===== src/common/noc_pkg.sv =====
`default_nettype none

package noc_pkg;

    localparam int NOC_DATA_WIDTH  = 64;
    localparam int COORD_WIDTH     = 8;
    localparam int MSG_TYPE_WIDTH  = 8;
    localparam int BODY_LEN_WIDTH  = 8;
    localparam int ADDR_WIDTH      = 64;

    localparam int MAX_BODY_FLITS  = 8;
    localparam int BODY_FIFO_DEPTH = 8;
    localparam int BODY_PTR_WIDTH  = $clog2(BODY_FIFO_DEPTH);

    // bits left over in the route flit after the six byte fields
    localparam int HDR_RSVD_WIDTH  = NOC_DATA_WIDTH - 4 * COORD_WIDTH
                                   - MSG_TYPE_WIDTH - BODY_LEN_WIDTH;

    typedef logic [NOC_DATA_WIDTH-1:0] flit_t;
    typedef logic [COORD_WIDTH-1:0]    coord_t;
    typedef logic [MSG_TYPE_WIDTH-1:0] msg_type_t;
    typedef logic [BODY_LEN_WIDTH-1:0] body_len_t;
    typedef logic [ADDR_WIDTH-1:0]     addr_t;

    typedef logic [BODY_PTR_WIDTH-1:0] body_ptr_t;
    typedef logic [BODY_PTR_WIDTH:0]   body_cnt_t;   // one extra bit to tell full from empty

    localparam msg_type_t MSG_LOAD_REQ  = 8'd1;
    localparam msg_type_t MSG_STORE_REQ = 8'd2;
    localparam msg_type_t MSG_RESP      = 8'd3;

    // 96-bit request from the client
    typedef struct packed {
        coord_t    dst_x;
        coord_t    dst_y;
        msg_type_t msg_type;
        body_len_t body_len;
        addr_t     addr;      // only sent for load and store
    } noc_req_t;

    typedef struct packed {
        flit_t data;
        logic  last;
    } body_word_t;

    // header flit 0 laid out msb first
    typedef struct packed {
        coord_t                    dst_x;
        coord_t                    dst_y;
        msg_type_t                 msg_type;
        body_len_t                 body_len;
        coord_t                    src_x;
        coord_t                    src_y;
        logic [HDR_RSVD_WIDTH-1:0] rsvd;
    } hdr_route_t;

endpackage

`default_nettype wire


===== src/noc_tx/noc_hdr_gen.sv =====
`default_nettype none

module noc_hdr_gen (
     input  wire                        clk
    ,input  wire                        rst

    ,input  wire                        req_val
    ,input  wire    noc_pkg::noc_req_t  req
    ,output logic                       req_rdy

    ,input  wire    noc_pkg::coord_t    my_x
    ,input  wire    noc_pkg::coord_t    my_y

    ,output logic                       hdr_val
    ,output noc_pkg::flit_t             hdr_data
    ,output logic                       hdr_last
    ,input  wire                        hdr_rdy
);

    import noc_pkg::*;

    typedef enum logic [1:0] {
        HDR_IDLE  = 2'd0,
        HDR_ROUTE = 2'd1,
        HDR_ADDR  = 2'd2
    } hdr_state_e;

    hdr_state_e state_reg;
    hdr_state_e state_next;

    noc_req_t   req_reg;
    hdr_route_t route_flit;

    logic has_addr;
    logic last_taken;
    logic req_take;

    assign has_addr = (req_reg.msg_type == MSG_LOAD_REQ)
                   || (req_reg.msg_type == MSG_STORE_REQ);

    assign hdr_val    = state_reg != HDR_IDLE;
    assign hdr_last   = (state_reg == HDR_ADDR) || ((state_reg == HDR_ROUTE) && !has_addr);
    assign last_taken = hdr_val & hdr_rdy & hdr_last;

    // a new request can slip in on the cycle the final header flit leaves
    assign req_rdy  = (state_reg == HDR_IDLE) | last_taken;
    assign req_take = req_val & req_rdy;

    always_comb begin
        route_flit          = '0;
        route_flit.dst_x    = req_reg.dst_x;
        route_flit.dst_y    = req_reg.dst_y;
        route_flit.msg_type = req_reg.msg_type;
        route_flit.body_len = req_reg.body_len;
        route_flit.src_x    = my_x;    // own tile position
        route_flit.src_y    = my_y;
    end

    assign hdr_data = (state_reg == HDR_ADDR) ? req_reg.addr : route_flit;

    always_comb begin
        state_next = state_reg;
        case (state_reg)
            HDR_IDLE: begin
                if (req_take) begin
                    state_next = HDR_ROUTE;
                end
            end
            HDR_ROUTE: begin
                if (hdr_rdy && has_addr) begin
                    state_next = HDR_ADDR;
                end
                else if (hdr_rdy) begin
                    state_next = req_take ? HDR_ROUTE : HDR_IDLE;
                end
            end
            HDR_ADDR: begin
                if (hdr_rdy) begin
                    state_next = req_take ? HDR_ROUTE : HDR_IDLE;
                end
            end
            default: begin
                state_next = HDR_IDLE;
            end
        endcase
    end

    always_ff @(posedge clk) begin
        if (rst) begin
            state_reg <= HDR_IDLE;
        end
        else begin
            state_reg <= state_next;
        end
    end

    always_ff @(posedge clk) begin
        if (req_take) begin
            req_reg <= req;
        end
    end

endmodule

`default_nettype wire


===== src/noc_tx/noc_body_fifo.sv =====
`default_nettype none

module noc_body_fifo (
     input  wire                        clk
    ,input  wire                        rst

    ,input  wire                        wr_val
    ,input  wire    noc_pkg::body_word_t wr_word
    ,output logic                       wr_rdy

    ,output logic                       rd_val
    ,output noc_pkg::flit_t             rd_data
    ,output logic                       rd_last
    ,input  wire                        rd_rdy
);

    import noc_pkg::*;

    body_word_t mem [BODY_FIFO_DEPTH];

    body_ptr_t  wr_ptr;
    body_ptr_t  rd_ptr;
    body_cnt_t  count;

    logic full;
    logic empty;
    logic wr_en;
    logic rd_en;

    function automatic body_ptr_t ptr_inc(input body_ptr_t ptr);
        body_ptr_t nxt;
        if (ptr == body_ptr_t'(BODY_FIFO_DEPTH - 1)) begin
            nxt = '0;
        end
        else begin
            nxt = ptr + body_ptr_t'(1);
        end
        return nxt;
    endfunction

    assign full  = count == body_cnt_t'(BODY_FIFO_DEPTH);
    assign empty = count == '0;

    assign rd_val  = !empty;
    assign rd_data = mem[rd_ptr].data;
    assign rd_last = mem[rd_ptr].last;

    // a full buffer still takes a word when the head leaves in the same cycle
    assign wr_rdy = !full | rd_rdy;

    assign wr_en = wr_val & wr_rdy;
    assign rd_en = rd_val & rd_rdy;

    always_ff @(posedge clk) begin
        if (wr_en) begin
            mem[wr_ptr] <= wr_word;
        end
    end

    always_ff @(posedge clk) begin
        if (rst) begin
            wr_ptr <= '0;
            rd_ptr <= '0;
        end
        else begin
            if (wr_en) begin
                wr_ptr <= ptr_inc(wr_ptr);
            end
            if (rd_en) begin
                rd_ptr <= ptr_inc(rd_ptr);
            end
        end
    end

    always_ff @(posedge clk) begin
        if (rst) begin
            count <= '0;
        end
        else begin
            case ({wr_en, rd_en})
                2'b10:   count <= count + body_cnt_t'(1);
                2'b01:   count <= count - body_cnt_t'(1);
                default: count <= count;    // idle or both
            endcase
        end
    end

endmodule

`default_nettype wire


===== src/noc_tx/flit_hdr_join.sv =====
`default_nettype none

module flit_hdr_join (
     input  wire                    clk
    ,input  wire                    rst

    ,input  wire                    src_join_hdr_val
    ,input  wire    noc_pkg::flit_t src_join_hdr_data
    ,input  wire                    src_join_hdr_last
    ,output logic                   join_src_hdr_rdy

    ,input  wire                    src_join_body_val
    ,input  wire                    src_join_body_last
    ,input  wire    noc_pkg::flit_t src_join_body_data
    ,output logic                   join_src_body_rdy

    ,output logic                   join_dst_val
    ,output noc_pkg::flit_t         join_dst_data
    ,input  wire                    dst_join_rdy
);

    typedef enum logic {
        HDR_PASS  = 1'b0,
        BODY_PASS = 1'b1
    } join_state_e;

    join_state_e state_reg;
    join_state_e state_next;

    always_ff @(posedge clk) begin
        if (rst) begin
            state_reg <= HDR_PASS;
        end
        else begin
            state_reg <= state_next;
        end
    end

    assign join_dst_data = (state_reg == HDR_PASS) ? src_join_hdr_data : src_join_body_data;

    // only the selected source sees the downstream ready
    always_comb begin
        join_dst_val      = 1'b0;
        join_src_hdr_rdy  = 1'b0;
        join_src_body_rdy = 1'b0;
        state_next        = state_reg;

        case (state_reg)
            HDR_PASS: begin
                join_dst_val     = src_join_hdr_val;
                join_src_hdr_rdy = dst_join_rdy;
                if (src_join_hdr_val && dst_join_rdy && src_join_hdr_last) begin
                    state_next = BODY_PASS;
                end
            end
            BODY_PASS: begin
                join_dst_val      = src_join_body_val;
                join_src_body_rdy = dst_join_rdy;
                if (src_join_body_val && dst_join_rdy && src_join_body_last) begin
                    state_next = HDR_PASS;   // message done
                end
            end
            default: begin
                state_next = HDR_PASS;
            end
        endcase
    end

endmodule

`default_nettype wire


===== src/hw/noc_tx_top.sv =====
`default_nettype none

module noc_tx_top (
     input  wire                            clk
    ,input  wire                            rst

    ,input  wire                            req_val
    ,input  wire    noc_pkg::noc_req_t      req
    ,output logic                           req_rdy

    ,input  wire                            body_val
    ,input  wire    noc_pkg::body_word_t    body_word
    ,output logic                           body_rdy

    ,input  wire    noc_pkg::coord_t        my_x
    ,input  wire    noc_pkg::coord_t        my_y

    ,output logic                           noc_val
    ,output noc_pkg::flit_t                 noc_data
    ,input  wire                            noc_rdy
);

    import noc_pkg::*;

    // header generator to join
    logic   hdr_val;
    flit_t  hdr_data;
    logic   hdr_last;
    logic   hdr_rdy;

    // body FIFO to join
    logic   fifo_val;
    flit_t  fifo_data;
    logic   fifo_last;
    logic   fifo_rdy;

    noc_hdr_gen u_hdr_gen (
         .clk       (clk)
        ,.rst       (rst)
        ,.req_val   (req_val)
        ,.req       (req)
        ,.req_rdy   (req_rdy)
        ,.my_x      (my_x)
        ,.my_y      (my_y)
        ,.hdr_val   (hdr_val)
        ,.hdr_data  (hdr_data)
        ,.hdr_last  (hdr_last)
        ,.hdr_rdy   (hdr_rdy)
    );

    noc_body_fifo u_body_fifo (
         .clk       (clk)
        ,.rst       (rst)
        ,.wr_val    (body_val)
        ,.wr_word   (body_word)
        ,.wr_rdy    (body_rdy)
        ,.rd_val    (fifo_val)
        ,.rd_data   (fifo_data)
        ,.rd_last   (fifo_last)
        ,.rd_rdy    (fifo_rdy)
    );

    flit_hdr_join u_join (
         .clk                   (clk)
        ,.rst                   (rst)
        ,.src_join_hdr_val      (hdr_val)
        ,.src_join_hdr_data     (hdr_data)
        ,.src_join_hdr_last     (hdr_last)
        ,.join_src_hdr_rdy      (hdr_rdy)
        ,.src_join_body_val     (fifo_val)
        ,.src_join_body_last    (fifo_last)
        ,.src_join_body_data    (fifo_data)
        ,.join_src_body_rdy     (fifo_rdy)
        ,.join_dst_val          (noc_val)
        ,.join_dst_data         (noc_data)
        ,.dst_join_rdy          (noc_rdy)
    );

endmodule

`default_nettype wire


===== config.mk =====
export PLATFORM = sky130hd
export DESIGN_NAME = noc_tx_top
export DESIGN_NICKNAME = d
export VERILOG_FILES = /design/src/common/noc_pkg.sv /design/src/noc_tx/noc_hdr_gen.sv /design/src/noc_tx/noc_body_fifo.sv /design/src/noc_tx/flit_hdr_join.sv /design/src/hw/noc_tx_top.sv
export SDC_FILE = /design/constraint.sdc
export NUM_CORES = 1
export LEC_CHECK = 0
export ABC_AREA = 1
export CORE_MARGIN = 10
export CORE_UTILIZATION = 40
export CTS_BUF_LIST = sky130_fd_sc_hd__clkbuf_16
export CTS_CLUSTER_DIAMETER = 100
export DETAILED_ROUTE_END_ITERATION = 10
export DONT_BUFFER_PORTS = 1
export PLACE_DENSITY_LB_ADDON = 0.08
export SYNTH_ARGS = -nofsm -noshare
export SYNTH_HDL_FRONTEND = slang
export SYNTH_HIERARCHICAL = 1
export SYNTH_SLANG_ARGS = --single-unit

===== constraint.sdc =====
create_clock -name clk -period 5.9 [get_ports clk]
set_input_delay 0.59 -clock clk [delete_from_list [all_inputs] [get_ports clk]]
set_output_delay 0.59 -clock clk [all_outputs]
set_load 0.005 [all_outputs]

==> impl_metrics.csv <==
group,metric,value,unit
pwr,powerDensity,343.4,mW/mm^2
critical_path,endpoint_kind,"primary output",
clock_network,cts_buffer_depth,3,
yosys,yosys.area_share.simple,0.1294,
yosys,yosysWarnings,6,
clock_network,cts_resized,0,
sta,rsz0062_at_grt,"false",
pwr,leakagePower,10.10,nW
placement,dpl.hpwl,36240,um
global_routing,grt_antenna_before_repair,2,
layout,drive_above_1_share,0.06898,
layout,area_delta_synth_final,11.66,%
yosys,synthCells,2094,
outcome,status,"finished clean",
global_routing,grt_pass1_vias,14940,
worst_hold_path,min-delay-start,"rst",
clock_network,htree_levels,3,
sta,fin_setup_tns,0,ps
sta,finalHoldViolations,0,
layout,nFillCells,5693,
sta,setup_viol,0,
critical_path,r2r_cells,9,
layout,layout.nets,2265,
critical_path,startpoint_type,"flop",
critical_path,arrival,3240,ps
yosys,yosys.area_share.xor_xnor,0.001027,
placement,place_congestion,0.7670,
yosys,syn_avg_cell_area,12.22,um^2
floorplanning,num_rows,92,
detailed_routing,wl_per_cell,21.32,um
placement,post_dp_cell_area,0.02633,mm^2
worst_hold_path,whs_path_depth,1,
job,drv_cap,0,
sta,period_minus_slack,3829,ps
clock_network,insertion_delay,610,ps
floorplanning,core,0.06320,mm^2
critical_path,r2r_start,"u_join/state_reg",
yosys,muxShareOfSynthArea,0.02542,
detailed_routing,top_layer_used,"met4",
detailed_routing,dr_wl_met3,3787,um
detailed_routing,firstDrtPassIters,4,
global_routing,grt_max_degree,115,
floorplanning,start_util,0.4050,
critical_path,rrSetupSlack,2760,ps
clock_network,cts_root_buf,"clkbuf_16",
layout,largest_reg_flops,520,
yosys,synth_nets,2283,
global_routing,grt_usage,0.1672,
detailed_routing,ant_nets,0,
yosys,synth_compound_area_frac,0.07197,
clock_network,cts_setup_buffers,0,
floorplanning,die_w,272.9,um
yosys,ys_types,32,
clock_network,postCtsHoldBufs,0,
yosys,synth_top_family_by_area,"simple AND/OR/NAND/NOR gates",
global_routing,grt_overflow,0,
worst_hold_path,hold_path_class,"input port to flop",
sta,relSlewSlack,0.2383,
global_routing,grt_pass1_wl,95100,um
yosys,synth-seq-cells,632,
sta,fin_crit_sh,0.6490,
floorplanning,dieArea,0.07450,mm^2
detailed_routing,routed_wl,63490,um
sta,timing.fmax,261.1,MHz
yosys,synthAdderAreaFrac,0.003422,
detailed_routing,drtIter0Drc,1121,
layout,finish.utilization,0.4522,
floorplanning,dieHeight,272.9,um
layout,final_cell_area,0.02857,mm^2
yosys,mappedNetlistArea,0.02559,mm^2
clock_network,clock_sinks,632,
sta,worstMarginPinSlew,1140,ps
sta,slew_violations,0,
sta,fin_skew,18.40,ps
pwr,p_total,9.812,mW
clock_network,cts_tree,"built",
detailed_routing,wl_met1,28600,um
critical_path,worstPathRequired,5310,ps
detailed_routing,met2_length,29990,um
pwr,vdd_drop_max,244.8,uV
detailed_routing,vias_per_cell,5.106,
clock_network,cts_made_buffers,72,
detailed_routing,drc,0,
yosys,ys_seq_area_frac,0.7353,
clock_network,cts.clk_slew.worst_paths,60,ps
critical_path,critical_path_class,"flop to primary output",
floorplanning,ioPinCount,249,
placement,io_buffer_count,0,
critical_path,crit_fanout,114,
detailed_routing,dr_total_vias,15210,
[worst paths after layout]
| path | to |
|---|---|
| max | noc_data[32] |
| min | u_join/state_reg |
| max reg2reg | u_body_fifo/mem[2][37] |
| min reg2reg | flop |
[per-layer routing]
metal	GRT usage	vias up
met5	0	-
met4	0.03955	0
met3	0.04533	84
met2	0.2679	316
met1	0.2237	7503
li1	-	7304
[worst max-delay path, cell delays in order (launching register included)]
cell     delay [ps]
dfxtp_4         500
inv_6           730
buf_4           550
nor2_1           80
o22ai_1         180
nand2_1          80
nand2_1         110
nand2_1          70
nand2_1         200
[Yosys cell counts]
cell	number	area, um^2
edfxtp_1	616	18500
nand2_1	558	2095
nor2_1	300	1126
o21ai_0	177	885.9
o21ai_1	93	465.5
mux2i_1	65	650.6
o22ai_1	65	406.6
inv_1	42	157.7
clkbuf_1	41	153.9
buf_2	34	170.2
buf_1	17	63.81
dfxtp_1	16	320.3
a21oi_1	10	50.05
buf_4	10	75.07
nand3_1	10	50.05
buf_6	8	90.09
buf_8	7	105.1
ha_1	7	87.58
inv_2	2	7.510
inv_4	2	12.51
nand2_2	2	12.51
xnor2_1	2	17.52
a211oi_1	1	7.510
a21oi_2	1	8.760
buf_12	1	20.02
nor2_2	1	6.260
nor2_4	1	11.26
nor3_1	1	5.000
o211a_1	1	10.01
o21bai_1	1	7.510
or2_2	1	6.260
xor2_1	1	8.760
[cell families after synthesis]
| kind of cell | after synthesis |
|---|---|
| multiplexers | 65 |
| buffers and inverters | 164 |
| AND/OR/NAND/NOR | 874 |
| flip-flops | 632 |
| adder cells (fa/ha/maj) | 7 |
| AO/OA/AOI/OAI | 349 |
| XOR/XNOR | 3 |
[area by class of cell]
class / instances / area [um^2] / share of cell area
Clock inverter: 54 / 366.6 / 0.01283
Tap cell: 846 / 1059 / 0.03704
Inverter: 46 / 180.2 / 0.006305
Sequential cell: 632 / 18830 / 0.6590
Antenna cell: 1 / 2.502 / 0.00008757
Clock buffer: 75 / 1877 / 0.06568
Multi-Input combinational cell: 1298 / 5989 / 0.2096
Timing Repair Buffer: 26 / 270.3 / 0.009458
[cell usage in the layout, fill, tap and decap left out, drive strengths merged]
master,netlist,routed
clkbuf,41,75
xor2,1,1
a211oi,1,1
diode,0,1
bufinv,0,5
nand2,560,560
ha,7,7
edfxtp,616,616
o22ai,65,65
clkinv,0,30
mux2i,65,65
nand3,10,10
o21bai,1,1
nor3,1,1
nor2,302,302
inv,46,65
dfxtp,16,16
a21oi,11,11
buf,77,26
xnor2,2,2
or2,1,1
o21ai,270,270
o211a,1,1
[metrics by stage]
stage | worst slack (ps) | instances | hold WS (ps)
6_report | 2071 | 2978 | 43.50
4_1_cts | 2012 | 2977 | 6.536
3_3_place_gp | 2700 | 2848 | 468.1
3_5_place_dp | 2683 | 2848 | 474.5
5_1_grt | 1829 | 2977 | 14.35
2_1_floorplan | 1501 | 2094 | 454.0
[where the power goes]
group | switching [mW] | internal [mW]
logic | 0.299 | 0.106
registers | 0.0454 | 5.13
clock network | 1.72 | 2.51
total | 2.07 | 7.74
Power figures use the tool's default switching activity.
